$ cat config.mk
export PLATFORM = sky130hd
export DESIGN_NAME = mmu_top
export DESIGN_NICKNAME = d
export VERILOG_FILES = /design/src/hw/mmu_priv_pkg.sv /design/src/hw/mmu_access_pkg.sv /design/src/hw/mmu_tlb_lookup.sv /design/src/hw/mmu_access_check.sv /design/src/hw/mmu_top.sv
export VERILOG_INCLUDE_DIRS = /design/src /design/src/hw
export SDC_FILE = /design/constraint.sdc
export NUM_CORES = 1
export LEC_CHECK = 0
export ABC_AREA = 1
export ABC_CLOCK_PERIOD_IN_PS = 6600
export BUFFER_PORTS_ARGS = -buffer_cell sky130_fd_sc_hd__clkbuf_2
export CORE_ASPECT_RATIO = 1.5
export CORE_MARGIN = 2
export CORE_UTILIZATION = 45
export DETAILED_ROUTE_END_ITERATION = 10
export HOLD_SLACK_MARGIN = 0.03
export PLACE_DENSITY_LB_ADDON = 0.08
export SLEW_MARGIN = 20
export SYNTH_ARGS = -nofsm -noshare
export SYNTH_HDL_FRONTEND = slang
export SYNTH_SLANG_ARGS = --single-unit
$ cat constraint.sdc
create_clock -name clk -period 6.6 [get_ports clk]
set_input_delay 0.66 -clock clk [delete_from_list [all_inputs] [get_ports clk]]
set_output_delay 0.66 -clock clk [all_outputs]
set_load 0.005 [all_outputs]
$ cat src/hw/mmu_defs.svh
`ifndef MMU_DEFS_SVH
`define MMU_DEFS_SVH

// page geometry, Sv32 style 4 KiB pages
`define MMU_OFFSET_BITS 12
`define MMU_VPN_BITS 20
`define MMU_PPN_BITS 20

// derived address widths
`define MMU_VADDR_BITS (`MMU_VPN_BITS + `MMU_OFFSET_BITS)
`define MMU_PADDR_BITS (`MMU_PPN_BITS + `MMU_OFFSET_BITS)

// fully associative TLB, index width must cover the entry count
`define MMU_TLB_ENTRIES 4
`define MMU_TLB_INDEX_BITS 2

`endif

$ cat src/hw/mmu_priv_pkg.sv
package mmu_priv_pkg;

    // RISC-V privilege encoding, value 2 is reserved
    typedef enum logic [1:0] {
        PRIV_USER       = 2'd0,
        PRIV_SUPERVISOR = 2'd1,
        PRIV_MACHINE    = 2'd3
    } priv_level_t;

    // CSR fields that the translation path looks at
    typedef struct packed {
        // satp mode, 0 means bare (no translation)
        logic        satp_mode;
        priv_level_t current_privilege;
        // mstatus bits
        logic        mprv;
        logic        mxr;
        logic        sum;
        priv_level_t mpp;
    } csr_state_t;

endpackage

$ cat src/hw/mmu_access_pkg.sv
package mmu_access_pkg;

    `include "mmu_defs.svh"

    // cache command codes
    typedef enum logic [3:0] {
        CMD_NONE    = 4'd0,
        CMD_LOAD    = 4'd1,
        CMD_STORE   = 4'd2,
        CMD_EXECUTE = 4'd3
    } cache_cmd_t;

    // Sv32 PTE flags, valid sits in bit 0 and dirty in bit 7
    typedef struct packed {
        logic dirty;
        logic access;
        logic global_page;
        logic user;
        logic execute;
        logic write;
        logic read;
        logic valid;
    } access_tag_t;

    // request into the lookup stage
    typedef struct packed {
        cache_cmd_t                  cmd;
        logic [`MMU_VADDR_BITS-1:0]  vaddr;
    } mmu_req_t;

    // payload between lookup and check stages
    typedef struct packed {
        cache_cmd_t                  cmd;
        logic [`MMU_PADDR_BITS-1:0]  paddr;
        access_tag_t                 tag;
        logic                        hit;
    } mmu_lookup_t;

    // translated response
    typedef struct packed {
        logic [`MMU_PADDR_BITS-1:0]  paddr;
        logic                        pagefault;
        logic                        miss;
    } mmu_rsp_t;

endpackage

$ cat src/hw/mmu_tlb_lookup.sv
`timescale 1ns/1ps

`include "mmu_defs.svh"

module mmu_tlb_lookup (
    input  logic                              clk,
    input  logic                              reset,

    input  logic                              csr_satp_mode,

    input  logic                              req_valid,
    output logic                              req_ready,
    input  mmu_access_pkg::mmu_req_t          req,

    input  logic                              fill_valid,
    input  logic [`MMU_TLB_INDEX_BITS-1:0]    fill_index,
    input  logic [`MMU_VPN_BITS-1:0]          fill_vpn,
    input  logic [`MMU_PPN_BITS-1:0]          fill_ppn,
    input  mmu_access_pkg::access_tag_t       fill_tag,

    output logic                              lookup_valid,
    input  logic                              lookup_ready,
    output mmu_access_pkg::mmu_lookup_t       lookup
);

    localparam int ENTRIES = `MMU_TLB_ENTRIES;

    // TLB storage
    logic [`MMU_VPN_BITS-1:0]     tlb_vpn [ENTRIES];
    logic [`MMU_PPN_BITS-1:0]     tlb_ppn [ENTRIES];
    mmu_access_pkg::access_tag_t  tlb_tag [ENTRIES];
    logic [ENTRIES-1:0]           tlb_valid;

    // lookup signals
    logic [`MMU_VPN_BITS-1:0]     req_vpn;
    logic [`MMU_OFFSET_BITS-1:0]  req_offset;
    logic [ENTRIES-1:0]           match;
    logic [`MMU_PPN_BITS-1:0]     sel_ppn;
    mmu_access_pkg::access_tag_t  sel_tag;
    logic                         tlb_hit;
    mmu_access_pkg::mmu_lookup_t  lookup_next;
    logic                         accept;

    assign req_vpn    = req.vaddr[`MMU_OFFSET_BITS +: `MMU_VPN_BITS];
    assign req_offset = req.vaddr[`MMU_OFFSET_BITS-1:0];

    // entry valid bits are the only reset state of the TLB
    always_ff @(posedge clk) begin
        if (reset) begin
            tlb_valid <= '0;
        end else if (fill_valid) begin
            tlb_valid[fill_index] <= 1'b1;
        end
    end

    always_ff @(posedge clk) begin
        if (fill_valid) begin
            tlb_vpn[fill_index] <= fill_vpn;
            tlb_ppn[fill_index] <= fill_ppn;
            tlb_tag[fill_index] <= fill_tag;
        end
    end

    // compare against every entry in parallel
    always_comb begin
        for (int i = 0; i < ENTRIES; i++) begin
            match[i] = tlb_valid[i] && (tlb_vpn[i] == req_vpn);
        end
    end

    assign tlb_hit = |match;

    // lowest matching index wins if the fill side ever left duplicates
    always_comb begin
        sel_ppn = '0;
        sel_tag = '0;
        for (int i = ENTRIES - 1; i >= 0; i--) begin
            if (match[i]) begin
                sel_ppn = tlb_ppn[i];
                sel_tag = tlb_tag[i];
            end
        end
    end

    // form the stage output from the request and the selected entry
    always_comb begin
        lookup_next.cmd = req.cmd;
        if (!csr_satp_mode) begin
            // bare mode, address passes straight through
            lookup_next.paddr = req.vaddr;
            lookup_next.tag   = '0;
            lookup_next.hit   = 1'b1;
        end else if (tlb_hit) begin
            lookup_next.paddr = {sel_ppn, req_offset};
            lookup_next.tag   = sel_tag;
            lookup_next.hit   = 1'b1;
        end else begin
            lookup_next.paddr = '0;
            lookup_next.tag   = '0;
            lookup_next.hit   = 1'b0;
        end
    end

    // one register slot, refills in the same cycle it drains
    assign req_ready = !lookup_valid || lookup_ready;
    assign accept    = req_valid && req_ready;

    always_ff @(posedge clk) begin
        if (reset) begin
            lookup_valid <= 1'b0;
        end else if (req_ready) begin
            lookup_valid <= req_valid;
        end
    end

    always_ff @(posedge clk) begin
        if (accept) begin
            lookup <= lookup_next;
        end
    end

endmodule

$ cat src/hw/mmu_access_check.sv
`timescale 1ns/1ps

module mmu_access_check (
    input  logic                              clk,
    input  logic                              reset,

    input  mmu_priv_pkg::csr_state_t          csr,

    input  logic                              lookup_valid,
    output logic                              lookup_ready,
    input  mmu_access_pkg::mmu_lookup_t       lookup,

    output logic                              rsp_valid,
    input  logic                              rsp_ready,
    output mmu_access_pkg::mmu_rsp_t          rsp
);

    mmu_priv_pkg::priv_level_t    eff_priv;
    mmu_access_pkg::access_tag_t  tag;
    logic                         tag_ok;
    logic                         bypass;
    logic                         fault;
    mmu_access_pkg::mmu_rsp_t     rsp_next;
    logic                         accept;

    assign tag = lookup.tag;

    // mprv in machine mode makes loads and stores run at mpp
    assign eff_priv = ((csr.current_privilege == mmu_priv_pkg::PRIV_MACHINE) && csr.mprv) ?
                      csr.mpp : csr.current_privilege;

    // a leaf entry needs valid and at least read or execute
    assign tag_ok = tag.valid && (tag.read || tag.execute);

    assign bypass = (eff_priv == mmu_priv_pkg::PRIV_MACHINE) || !csr.satp_mode;

    always_comb begin
        fault = 1'b0;
        if (!bypass) begin
            if (!tag_ok) begin
                fault = 1'b1;
            end

            // privilege against the user bit
            if (eff_priv == mmu_priv_pkg::PRIV_SUPERVISOR) begin
                if (tag.user && !csr.sum) begin
                    fault = 1'b1;
                end
            end else if (eff_priv == mmu_priv_pkg::PRIV_USER) begin
                if (!tag.user) begin
                    fault = 1'b1;
                end
            end

            // command against the permission bits
            if (!tag.access) begin
                fault = 1'b1;
            end else if (lookup.cmd == mmu_access_pkg::CMD_STORE) begin
                if (!tag.dirty || !tag.write) begin
                    fault = 1'b1;
                end
            end else if (lookup.cmd == mmu_access_pkg::CMD_LOAD) begin
                // mxr lets loads read executable pages
                if (!tag.read && !(csr.mxr && tag.execute)) begin
                    fault = 1'b1;
                end
            end else if (lookup.cmd == mmu_access_pkg::CMD_EXECUTE) begin
                if (!tag.execute) begin
                    fault = 1'b1;
                end
            end
        end
    end

    // a miss is reported as such and never checked
    always_comb begin
        rsp_next.paddr     = lookup.paddr;
        rsp_next.miss      = !lookup.hit;
        rsp_next.pagefault = lookup.hit && fault;
    end

    assign lookup_ready = !rsp_valid || rsp_ready;
    assign accept       = lookup_valid && lookup_ready;

    always_ff @(posedge clk) begin
        if (reset) begin
            rsp_valid <= 1'b0;
        end else if (lookup_ready) begin
            rsp_valid <= lookup_valid;
        end
    end

    always_ff @(posedge clk) begin
        if (accept) begin
            rsp <= rsp_next;
        end
    end

endmodule

$ cat src/hw/mmu_top.sv
`timescale 1ns/1ps

`include "mmu_defs.svh"

module mmu_top (
    input  logic                              clk,
    input  logic                              reset,

    input  mmu_priv_pkg::csr_state_t          csr,

    input  logic                              req_valid,
    output logic                              req_ready,
    input  mmu_access_pkg::mmu_req_t          req,

    input  logic                              fill_valid,
    input  logic [`MMU_TLB_INDEX_BITS-1:0]    fill_index,
    input  logic [`MMU_VPN_BITS-1:0]          fill_vpn,
    input  logic [`MMU_PPN_BITS-1:0]          fill_ppn,
    input  mmu_access_pkg::access_tag_t       fill_tag,

    output logic                              rsp_valid,
    input  logic                              rsp_ready,
    output mmu_access_pkg::mmu_rsp_t          rsp
);

    // stage one to stage two
    logic                         lookup_valid;
    logic                         lookup_ready;
    mmu_access_pkg::mmu_lookup_t  lookup;

    mmu_tlb_lookup u_lookup (
        .clk           (clk),
        .reset         (reset),
        .csr_satp_mode (csr.satp_mode),
        .req_valid     (req_valid),
        .req_ready     (req_ready),
        .req           (req),
        .fill_valid    (fill_valid),
        .fill_index    (fill_index),
        .fill_vpn      (fill_vpn),
        .fill_ppn      (fill_ppn),
        .fill_tag      (fill_tag),
        .lookup_valid  (lookup_valid),
        .lookup_ready  (lookup_ready),
        .lookup        (lookup)
    );

    mmu_access_check u_check (
        .clk           (clk),
        .reset         (reset),
        .csr           (csr),
        .lookup_valid  (lookup_valid),
        .lookup_ready  (lookup_ready),
        .lookup        (lookup),
        .rsp_valid     (rsp_valid),
        .rsp_ready     (rsp_ready),
        .rsp           (rsp)
    );

endmodule

# Word-level counts from Yosys, hierarchy flattened
# Memory sizes are Yosys's and may differ from the RTL's.
# Cells that the tools add are included.
dict set report classes {
  reduce_logical 30
  muxes 28
  eq_ne 10
  order_cmp 2
  bitwise_logic 1
}
# operator n
set ops {}
lappend ops {{$mux 41} 2}
lappend ops {{$eq 20x20->1} 4}
lappend ops {{$mux 20} 4}
lappend ops {{$mux 8} 4}
lappend ops {{$mux 1} 16}
lappend ops {{$logic_and 1x1->1} 13}
lappend ops {{$logic_not 1->1} 9}
lappend ops {{$eq 4x2->1 const B} 2}
lappend ops {{$logic_or 1x1->1} 5}
lappend ops {{$eq 2x2->1 const B} 2}
lappend ops {{$eq 4x1->1 const B} 1}
lappend ops {{$or 4x4->4} 1}
lappend ops {{$reduce_or 4->1} 1}
lappend ops {{$lt 2x3->1 const B} 1}
lappend ops {{$demux 1 s2} 1}
lappend ops {{$eq 2x1->1 const B} 1}
lappend ops {{$ge 2x1->1 const B} 1}
lappend ops {{$logic_not 2->1} 1}
lappend ops {{$mux 2} 1}
lappend ops {{$reduce_and 2->1} 1}
dict set report word_totals {
  elab_cells 90
  ram_bits 192
  inputBits 99
  mem_count 3
  output_inout_bits 36
  register_bits 84
}
# name words width rd rd_ports_with_merged_regs wr line_no
set mem_list {}
lappend mem_list {u_lookup.tlb_ppn 4 20 4 0 1 mmu_tlb_lookup.sv:30} ;# logic [`MMU_PPN_BITS-1:0] tlb_ppn [ENTRIES];
lappend mem_list {u_lookup.tlb_vpn 4 20 4 0 1 mmu_tlb_lookup.sv:29} ;# logic [`MMU_VPN_BITS-1:0] tlb_vpn [ENTRIES];
lappend mem_list {u_lookup.tlb_tag 4 8 4 0 1 mmu_tlb_lookup.sv:31} ;# mmu_access_pkg::access_tag_t tlb_tag [ENTRIES];

# Longest topological paths before layout
# Gate-level depths: netlist of the first run.
dict set report logic_depth {
  depth_word 13
  mapped_depth 16
  ltp_nobuf 14
}

# Hierarchy
# Synthesis of the first run repeated with hierarchy kept, for this count alone.
dict set report unflattened {
  hier_cells 974
  hier_area_um2 11327.1
}
# module cells_each area_per_inst_um2 n_inst seq_area_each_um2
set by_module_without_submodules {}
lappend by_module_without_submodules {mmu_tlb_lookup 906 10144.7 1 7216.9}
lappend by_module_without_submodules {mmu_access_check 68 1182.4 1 1041.0}

# Worst setup path before layout of the first run
# No wires, ideal clock.
dict set report synth_timing {
  kind {input -> register}
  from {input port fill_index[1]}
  to {memory u_lookup.tlb_ppn[1][0] (netlist name) (enable)}
  required_ps 6087
  cell_stages 1
  setup_slack_ps 2073
  n_path_buf 0
  setup_ps 513
  arrival_ps 4015
  cell_sequence {nor3_1}
}
# element line_no
set synth_lines {}
lappend synth_lines {{start: declaration} mmu_top.sv:16} ;# input logic [`MMU_TLB_INDEX_BITS-1:0] fill_index,
lappend synth_lines {{end: declaration} mmu_tlb_lookup.sv:30}
# No word-level cell before the write port.

==> results of run 1 <==
## cell usage after synthesis (all sizes together)
cell type | n | area [um2]
o21a | 1 | 7.51
buf | 21 | 135
nand3b | 1 | 7.51
dfxtp | 6 | 120
o21ai | 23 | 115
clkbuf | 9 | 33.8
inv | 95 | 357
o211ai | 4 | 30.0
edfxtp | 266 | 7990
a31oi | 1 | 6.26
or3 | 1 | 6.26
o31ai | 2 | 15.0
a21oi | 30 | 150
xnor2 | 8 | 70.1
nand3 | 30 | 228
nor2 | 94 | 394
nand4 | 20 | 125
a21boi | 12 | 90.1
nor3 | 25 | 165
or2 | 1 | 6.26
o21ba | 2 | 20.0
nand2 | 356 | 1340
## cell usage in the layout, fill, tap and decap left out, drive strengths merged, types with 4 or more instances in the layout
master / synthesis / layout
a21boi: 12 / 12
a21oi: 30 / 30
buf: 21 / 12
bufinv: 0 / 4
clkbuf: 9 / 166
clkinv: 0 / 10
dfxtp: 6 / 6
edfxtp: 266 / 266
inv: 95 / 95
nand2: 356 / 356
nand3: 30 / 30
nand4: 20 / 20
nor2: 94 / 94
nor3: 25 / 25
o211ai: 4 / 4
o21ai: 23 / 23
xnor2: 8 / 8
## kinds of logic after synthesis
logic type                count (synthesis)  share of synthesized area [%]
buffers and inverters                   125                           4.60
AOI/OAI and AO/OA                        75                           3.80
xor gates and xnor gates                  8                          0.614
and+or+nand+nor                         528                           19.9
DFF                                     272                           71.0
## stage by stage
step	std cells	utilization (%)	power, W	worst slack, ps
floorplan	1008	-	0.00215	2070
global placement	1451	49.7	0.00226	2900
detailed placement	1451	49.7	0.00226	2880
CTS	1499	53.1	0.00378	3350
global route	1499	53.1	0.00387	3290
finish	1499	53.1	0.00374	3430
## registers in the layout, summed over array words and instances, names as in the netlist
signal,flops
u_lookup.tlb_tag,28
u_lookup.lookup_valid,1
u_check.rsp,34
u_lookup.lookup,44
u_lookup.tlb_ppn,80
u_lookup.tlb_vpn,80
u_lookup.tlb_valid,4
u_check.rsp_valid,1
## layout make-up
type                            count  area (um2)
Fill cell                        2248       11700
Sequential cell                   272        8110
Multi-Input combinational cell    611        2810
Timing Repair Buffer              145         756
Clock buffer                       33         698
Tap cell                          328         410
Inverter                           95         357
Clock inverter                     15         169
## power by group through the flow
| stage | clock [W] | sequential [W] | combinational [W] |
|---|---|---|---|
| 4_1_cts | 0.00155 | 0.00202 | 0.000207 |
| 2_1_floorplan | 0 | 0.00206 | 0.0000934 |
| 3_5_place_dp | 0 | 0.00206 | 0.000206 |
| 3_3_place_gp | 0 | 0.00205 | 0.000203 |
| 6_report | 0.00152 | 0.00202 | 0.000203 |
| 5_1_grt | 0.00161 | 0.00203 | 0.000226 |
## final timing paths
| kind | startpoint | end | slack, ps | depth (start not counted) |
|---|---|---|---|---|
| worst max-delay path | u_lookup.tlb_vpn[0][3] | u_lookup.lookup[1] | 3430 | 11 |
| worst max register to register | u_lookup.tlb_vpn[0][3] | u_lookup.lookup[1] | 3430 | 11 |
| worst min register to register | u_lookup.lookup[23] | u_check.rsp[16] | 410 | 0 |
| worst min-delay path | req[35] | u_lookup.lookup[44] | 320 | 1 |
## routing by layer
metal | vias to the layer above | GRT usage, % | wire [um]
met5 | - | 0 | 0
met4 | 0 | 6.59 | 698
met3 | 37 | 2.64 | 1340
met2 | 193 | 39.7 | 14800
met1 | 3546 | 23.6 | 10500
li1 | 3666 | - | -
==> summary.txt, run 1 <==
Outcome
  – Status: complete, no violations

Pwr
  – Psw: roughly 0.00078 W
  – Comb power frac: 5.4%
  – Peak supply drop: just over 0.0002 V
  – Clock power frac: about 40%
  – Switching share of power: between 20% and 30%
  – Sequential power share: 54.0%
  – Pwr/cell area: about 280 nW/um2
  – Int Power: around 0.0030 W
  – Leakage power: about 5.6 nW

Global route
  – GRT Residual Overflow: 0
  – Number of global-route vias before repair: ~7400
  – Global Route Usage Sum: around a fifth
  – Initial antenna violation count: 0
  – First-pass GRT wire length: slightly above 40000 um
  – Largest net degree at the start of global routing: 49

STA
  – Slew HR: 27.9%
  – Final hold violation count: 0
  – Fin crit share: 48.0%
  – Setup_tns: 0 ps
  – Count of final setup violators: 0
  – Final slew viol count: 0
  – Worst-margin pin slew: 1080 ps
  – RSZ-0062 raised after global routing: false
  – Layout Skew: 15.5 ps
  – Min Tclk post-route: 3170 ps
  – Worst hold slack: 319 ps
  – FMAX: 0.316 GHz

Final layout
  – Fraction of layout cells with a size suffix above 1: roughly 20%
  – Synthesis-to-layout area growth: 16.6%
  – Post-Layout Inst Area: roughly 13000 um2
  – Post-layout net count: about 1300
  – Ant. Diodes: 0

Die
  – Top Ports: 135
  – Std cell rows: a little over 70
  – Chip height: approximately 200 um
  – Die X: roughly 130 um
  – Core Area: between 20000 and 30000 um2
  – Die area: 26700 um2
  – Starting Density: 45.6%

Logic synthesis
  – Area of the mapped netlist: approximately 11000 um2
  – Register area share after synthesis: 71.0%
  – Syn avg cell area: 11.3 um2
  – Gate Count Post-Synth: between 1000 and 1500
  – FF+latch count, synth: roughly 270
  – Synthesized Nets: ~1100
  – Ys Warns: 0
  – Distinct cells, synth: 35

Route
  – Via-to-Cell Ratio: approximately 5.0
  – Vias: approximately 7400
  – WL per Instance: 18.2 um
  – Drt first pass iters: 4
  – DR DRC count: 0
  – Routed Antenna Nets: 0
  – Drt initial violations: ~450
  – Final wirelength: around 27000 um

Placement
  – Port bufs: 133
  – Area post-placement: around 12000 um2
  – GPL Wtd Cong: slightly below 0.9
  – Dpl hpwl: approximately 18000 um

Critical path
  – Cell mode on critical path: nor2_1
  – Crit path cell chain: o21ai_0 -> nor2_1 -> nand2_1 -> nor2_1 -> nand3_2 -> buf_4 -> nand2_2 -> nor2_4 -> nor2_4 -> o21ai_0 -> nor2_1
  – Setup CP Type: flop to flop
  – Slowest-stage cell, CP: nor2_4
  – Family with the most delay on the worst path: simple AND/OR/NAND/NOR gates
  – Crit path max fanout: 33
  – CP required: 6870 ps
  – CP Capture Type: flop
  – Slowest stage delay, CP: slightly above 800 ps
  – WP buf/inv: 1
  – Crit start category: flop
  – Worst Path Arrival: 3440 ps

Clocking
  – Resized Gates After CTS: 0
  – Skew-Pair Late Insertion Delay: 530 ps
  – Post CTS Setup Buffer Count: 0
  – Maximum clock insertion buffer count: 3
  – H-tree levels: 1
  – CTS clock-pin slew for the worst setup and hold paths: about 60 ps
  – Root buffer cell: clkbuf_16
  – # hold bufs at CTS: 0
  – CTS tree: yes
  – CTS Sinks: 272
  – CTS Buf Count: 26

Hold path
  – Path type of the worst min-delay path: primary input to flop

Run
  – Max Cap Violations: 0
Power figures use the tool's default switching activity.
==> run 2, diff against run 1 <==
--- a/config.mk
+++ b/config.mk
@@ -7,7 +7,7 @@
 export NUM_CORES = 1
 export LEC_CHECK = 0
 export ABC_AREA = 1
-export ABC_CLOCK_PERIOD_IN_PS = 6600
+export ABC_CLOCK_PERIOD_IN_PS = 2700
 export BUFFER_PORTS_ARGS = -buffer_cell sky130_fd_sc_hd__clkbuf_2
 export CORE_ASPECT_RATIO = 1.5
 export CORE_MARGIN = 2
==> constraint.sdc (replaced) <==
create_clock -name clk -period 2.7 [get_ports clk]
set_input_delay 0.27 -clock clk [delete_from_list [all_inputs] [get_ports clk]]
set_output_delay 0.27 -clock clk [all_outputs]
set_load 0.005 [all_outputs]
==> summary.txt, run 2 (same netlist as run 1, synthesis figures left out) <==
Outcome
  – Status: complete, no violations

Die
  – Die X: 134 um (unchanged)
  – Chip height: 199 um (unchanged)
  – Std cell rows: 71 (unchanged)
  – Starting Density: 45.6% (unchanged)
  – Die area: 26700 um2 (unchanged)
  – Core Area: 25100 um2 (unchanged)
  – Top Ports: 135 (unchanged)

STA
  – Slew HR: 57.2% (+29 points)
  – Fin crit share: 80.9% (+33 points)
  – Final hold violation count: 0 (unchanged)
  – Final slew viol count: 0 (unchanged)
  – Worst-margin pin slew: 642 ps (-439 ps)
  – Setup_tns: 0 ps (unchanged)
  – Worst hold slack: 58.8 ps (-260 ps)
  – Min Tclk post-route: 2180 ps (-983 ps)
  – Count of final setup violators: 0 (unchanged)
  – Layout Skew: 11.9 ps (-3.54 ps)
  – RSZ-0062 raised after global routing: false
  – FMAX: 0.458 GHz (+45%)

Final layout
  – Fillcell total: 2230 (-0.80%)
  – Top flop regs: u_lookup.tlb_ppn x80, u_lookup.tlb_vpn x80, u_lookup.lookup x44
  – Final core area utilization: 55.6% (+2.5 points)
  – Fraction of layout cells with a size suffix above 1: 19.9% (-0.45 points)
  – Post-layout net count: 1311 (+4.9%)
  – Synthesis-to-layout area growth: 22.0%
  – Multi-input logic area: 2810 um2 (unchanged)
  – Seq. cell area: 8110 um2 (unchanged)
  – Most common cell after layout, fill and taps aside: nand2_1
  – Most frequent cells in the layout: 353 x nand2_1, 266 x edfxtp_1, 133 x clkbuf_2
  – Fin cells: 1556 (+3.8%)
  – Ant. Diodes: 0 (unchanged)

Global route
  – Number of global-route vias before repair: 7737 (+4.5%)
  – Global Route Usage Sum: 20.7% (+0.072 points)
  – Initial antenna violation count: 0 (unchanged)
  – First-pass GRT wire length: 41700 um (+0.95%)
  – GRT Residual Overflow: 0 (unchanged)
  – Largest net degree at the start of global routing: 49 (unchanged)

Pwr
  – Peak supply drop: 0.000625 V (+200%)
  – Pwr/cell area: 649 nW/um2 (+130%)
  – Power Total: 0.00904 W (+140%)
  – Leakage power: 5.86 nW (+4.8%)

Critical path
  – Crit start category: flop
  – Worst Path Arrival: 2540 ps (-900 ps)
  – CP required: 3060 ps (-3810 ps)
  – Crit path max fanout: 33 (unchanged)
  – Setup CP Type: flop to flop
  – CP Capture Type: flop

Clocking
  – CTS clock-pin slew for the worst setup and hold paths: 60 ps (about the same)
  – CTS tree: yes
  – Skew-Pair Late Insertion Delay: 520 ps (about the same)
  – CTS Sinks: 272 (unchanged)
  – Maximum clock insertion buffer count: 3 (unchanged)
  – Post CTS Setup Buffer Count: 0 (unchanged)
  – H-tree levels: 1 (unchanged)
  – CTS Buf Count: 26 (unchanged)
  – Root buffer cell: clkbuf_16

Placement
  – GPL Wtd Cong: 0.911 (+2.1%)
  – Port bufs: 133 (unchanged)
  – Dpl hpwl: 17700 um (+0.85%)
  – Placed Cells incl. Taps: 1459 (+0.55%)

Route
  – Drt first pass iters: 4 (unchanged)
  – Via-to-Cell Ratio: 4.95 (-0.23%)
  – Vias: 7707 (+3.6%)
  – Final wirelength: 27200 um (-0.22%)
  – WL per Instance: 17.5 um (-3.9%)
  – Drt initial violations: 396 (-11%)
  – Routed Antenna Nets: 0 (unchanged)
  – DR DRC count: 0 (unchanged)

Hold path
  – Path type of the worst min-delay path: primary input to flop

Run
  – Max Cap Violations: 0 (unchanged)
run 2: cell count changes in the layout (fill, tap and decap cells not counted):
cell           before  now
clkbuf_1            6    4
buf_12              0    6
buf_4              12   14
dlygate4sd3_1       0   53
bufinv_16           4    3
clkinvlp_4          1    0
run 2: final cells by class:
class | instances | area share, %
Clock buffer | 31 | 4.96
Clock inverter | 13 | 0.943
Inverter | 95 | 2.56
Multi-Input combinational cell | 611 | 20.2
Sequential cell | 272 | 58.2
Tap cell | 328 | 2.95
Timing Repair Buffer | 206 | 10.2
run 2: per-layer routing:
layer | up-vias | GRT usage (%) | wire length [um] | share of wire, %
li1 | 3788 | - | - | -
met1 | 3665 | 23.6 | 10500 | 39
met2 | 206 | 39.4 | 14500 | 53
met3 | 48 | 2.51 | 1250 | 4.6
met4 | 0 | 8.11 | 958 | 3.5
met5 | - | 0 | 0 | 0
run 2: what timing repair did:
item,CTS,global route
endpoints found under the hold margin,196,0
hold buffers,53,0
gates resized for setup,0,0
run 2: path summary, 6_finish.rpt:
| kind | from | end | slack [ps] | cells past startpoint |
|---|---|---|---|---|
| setup reg to reg | u_lookup.tlb_vpn[0][16] | u_lookup.lookup[1] | 520 | 13 |
| hold / removal | rsp_ready | u_check.rsp_valid | 60 | 4 |
| setup / recovery | u_lookup.tlb_vpn[0][16] | u_lookup.lookup[1] | 520 | 13 |
| hold reg to reg | u_lookup.lookup[25] | u_check.rsp[18] | 410 | 0 |
run 2: stage by stage:
step                      cell area (um2)  setup slack [ps]
after detailed placement            12600               369
after floorplan                     11400             -1440
after global routing                13900               291
after global placement              12600               371
final                               13900               516
after CTS                           13900               486
run 2: worst max-delay path, cell delays in order, from the launching register on:
cell,delay (ps)
edfxtp_1,340
inv_1,40
nand2_1,160
nand2_1,80
nor2_1,150
nand2_1,80
nor2_1,200
nand3_2,140
nand2_2,120
nor2_4,50
buf_12,170
nor2_4,220
o21ai_0,120
nor2_1,140
run 2: where the power goes:
part / internal (W) / switching (W) / total (W)
Clock: 0.00209 / 0.00145 / 0.00354
Combinational: 0.000212 / 0.000351 / 0.000563
Sequential: 0.00487 / 0.0000657 / 0.00494
Total: 0.00717 / 0.00187 / 0.00904
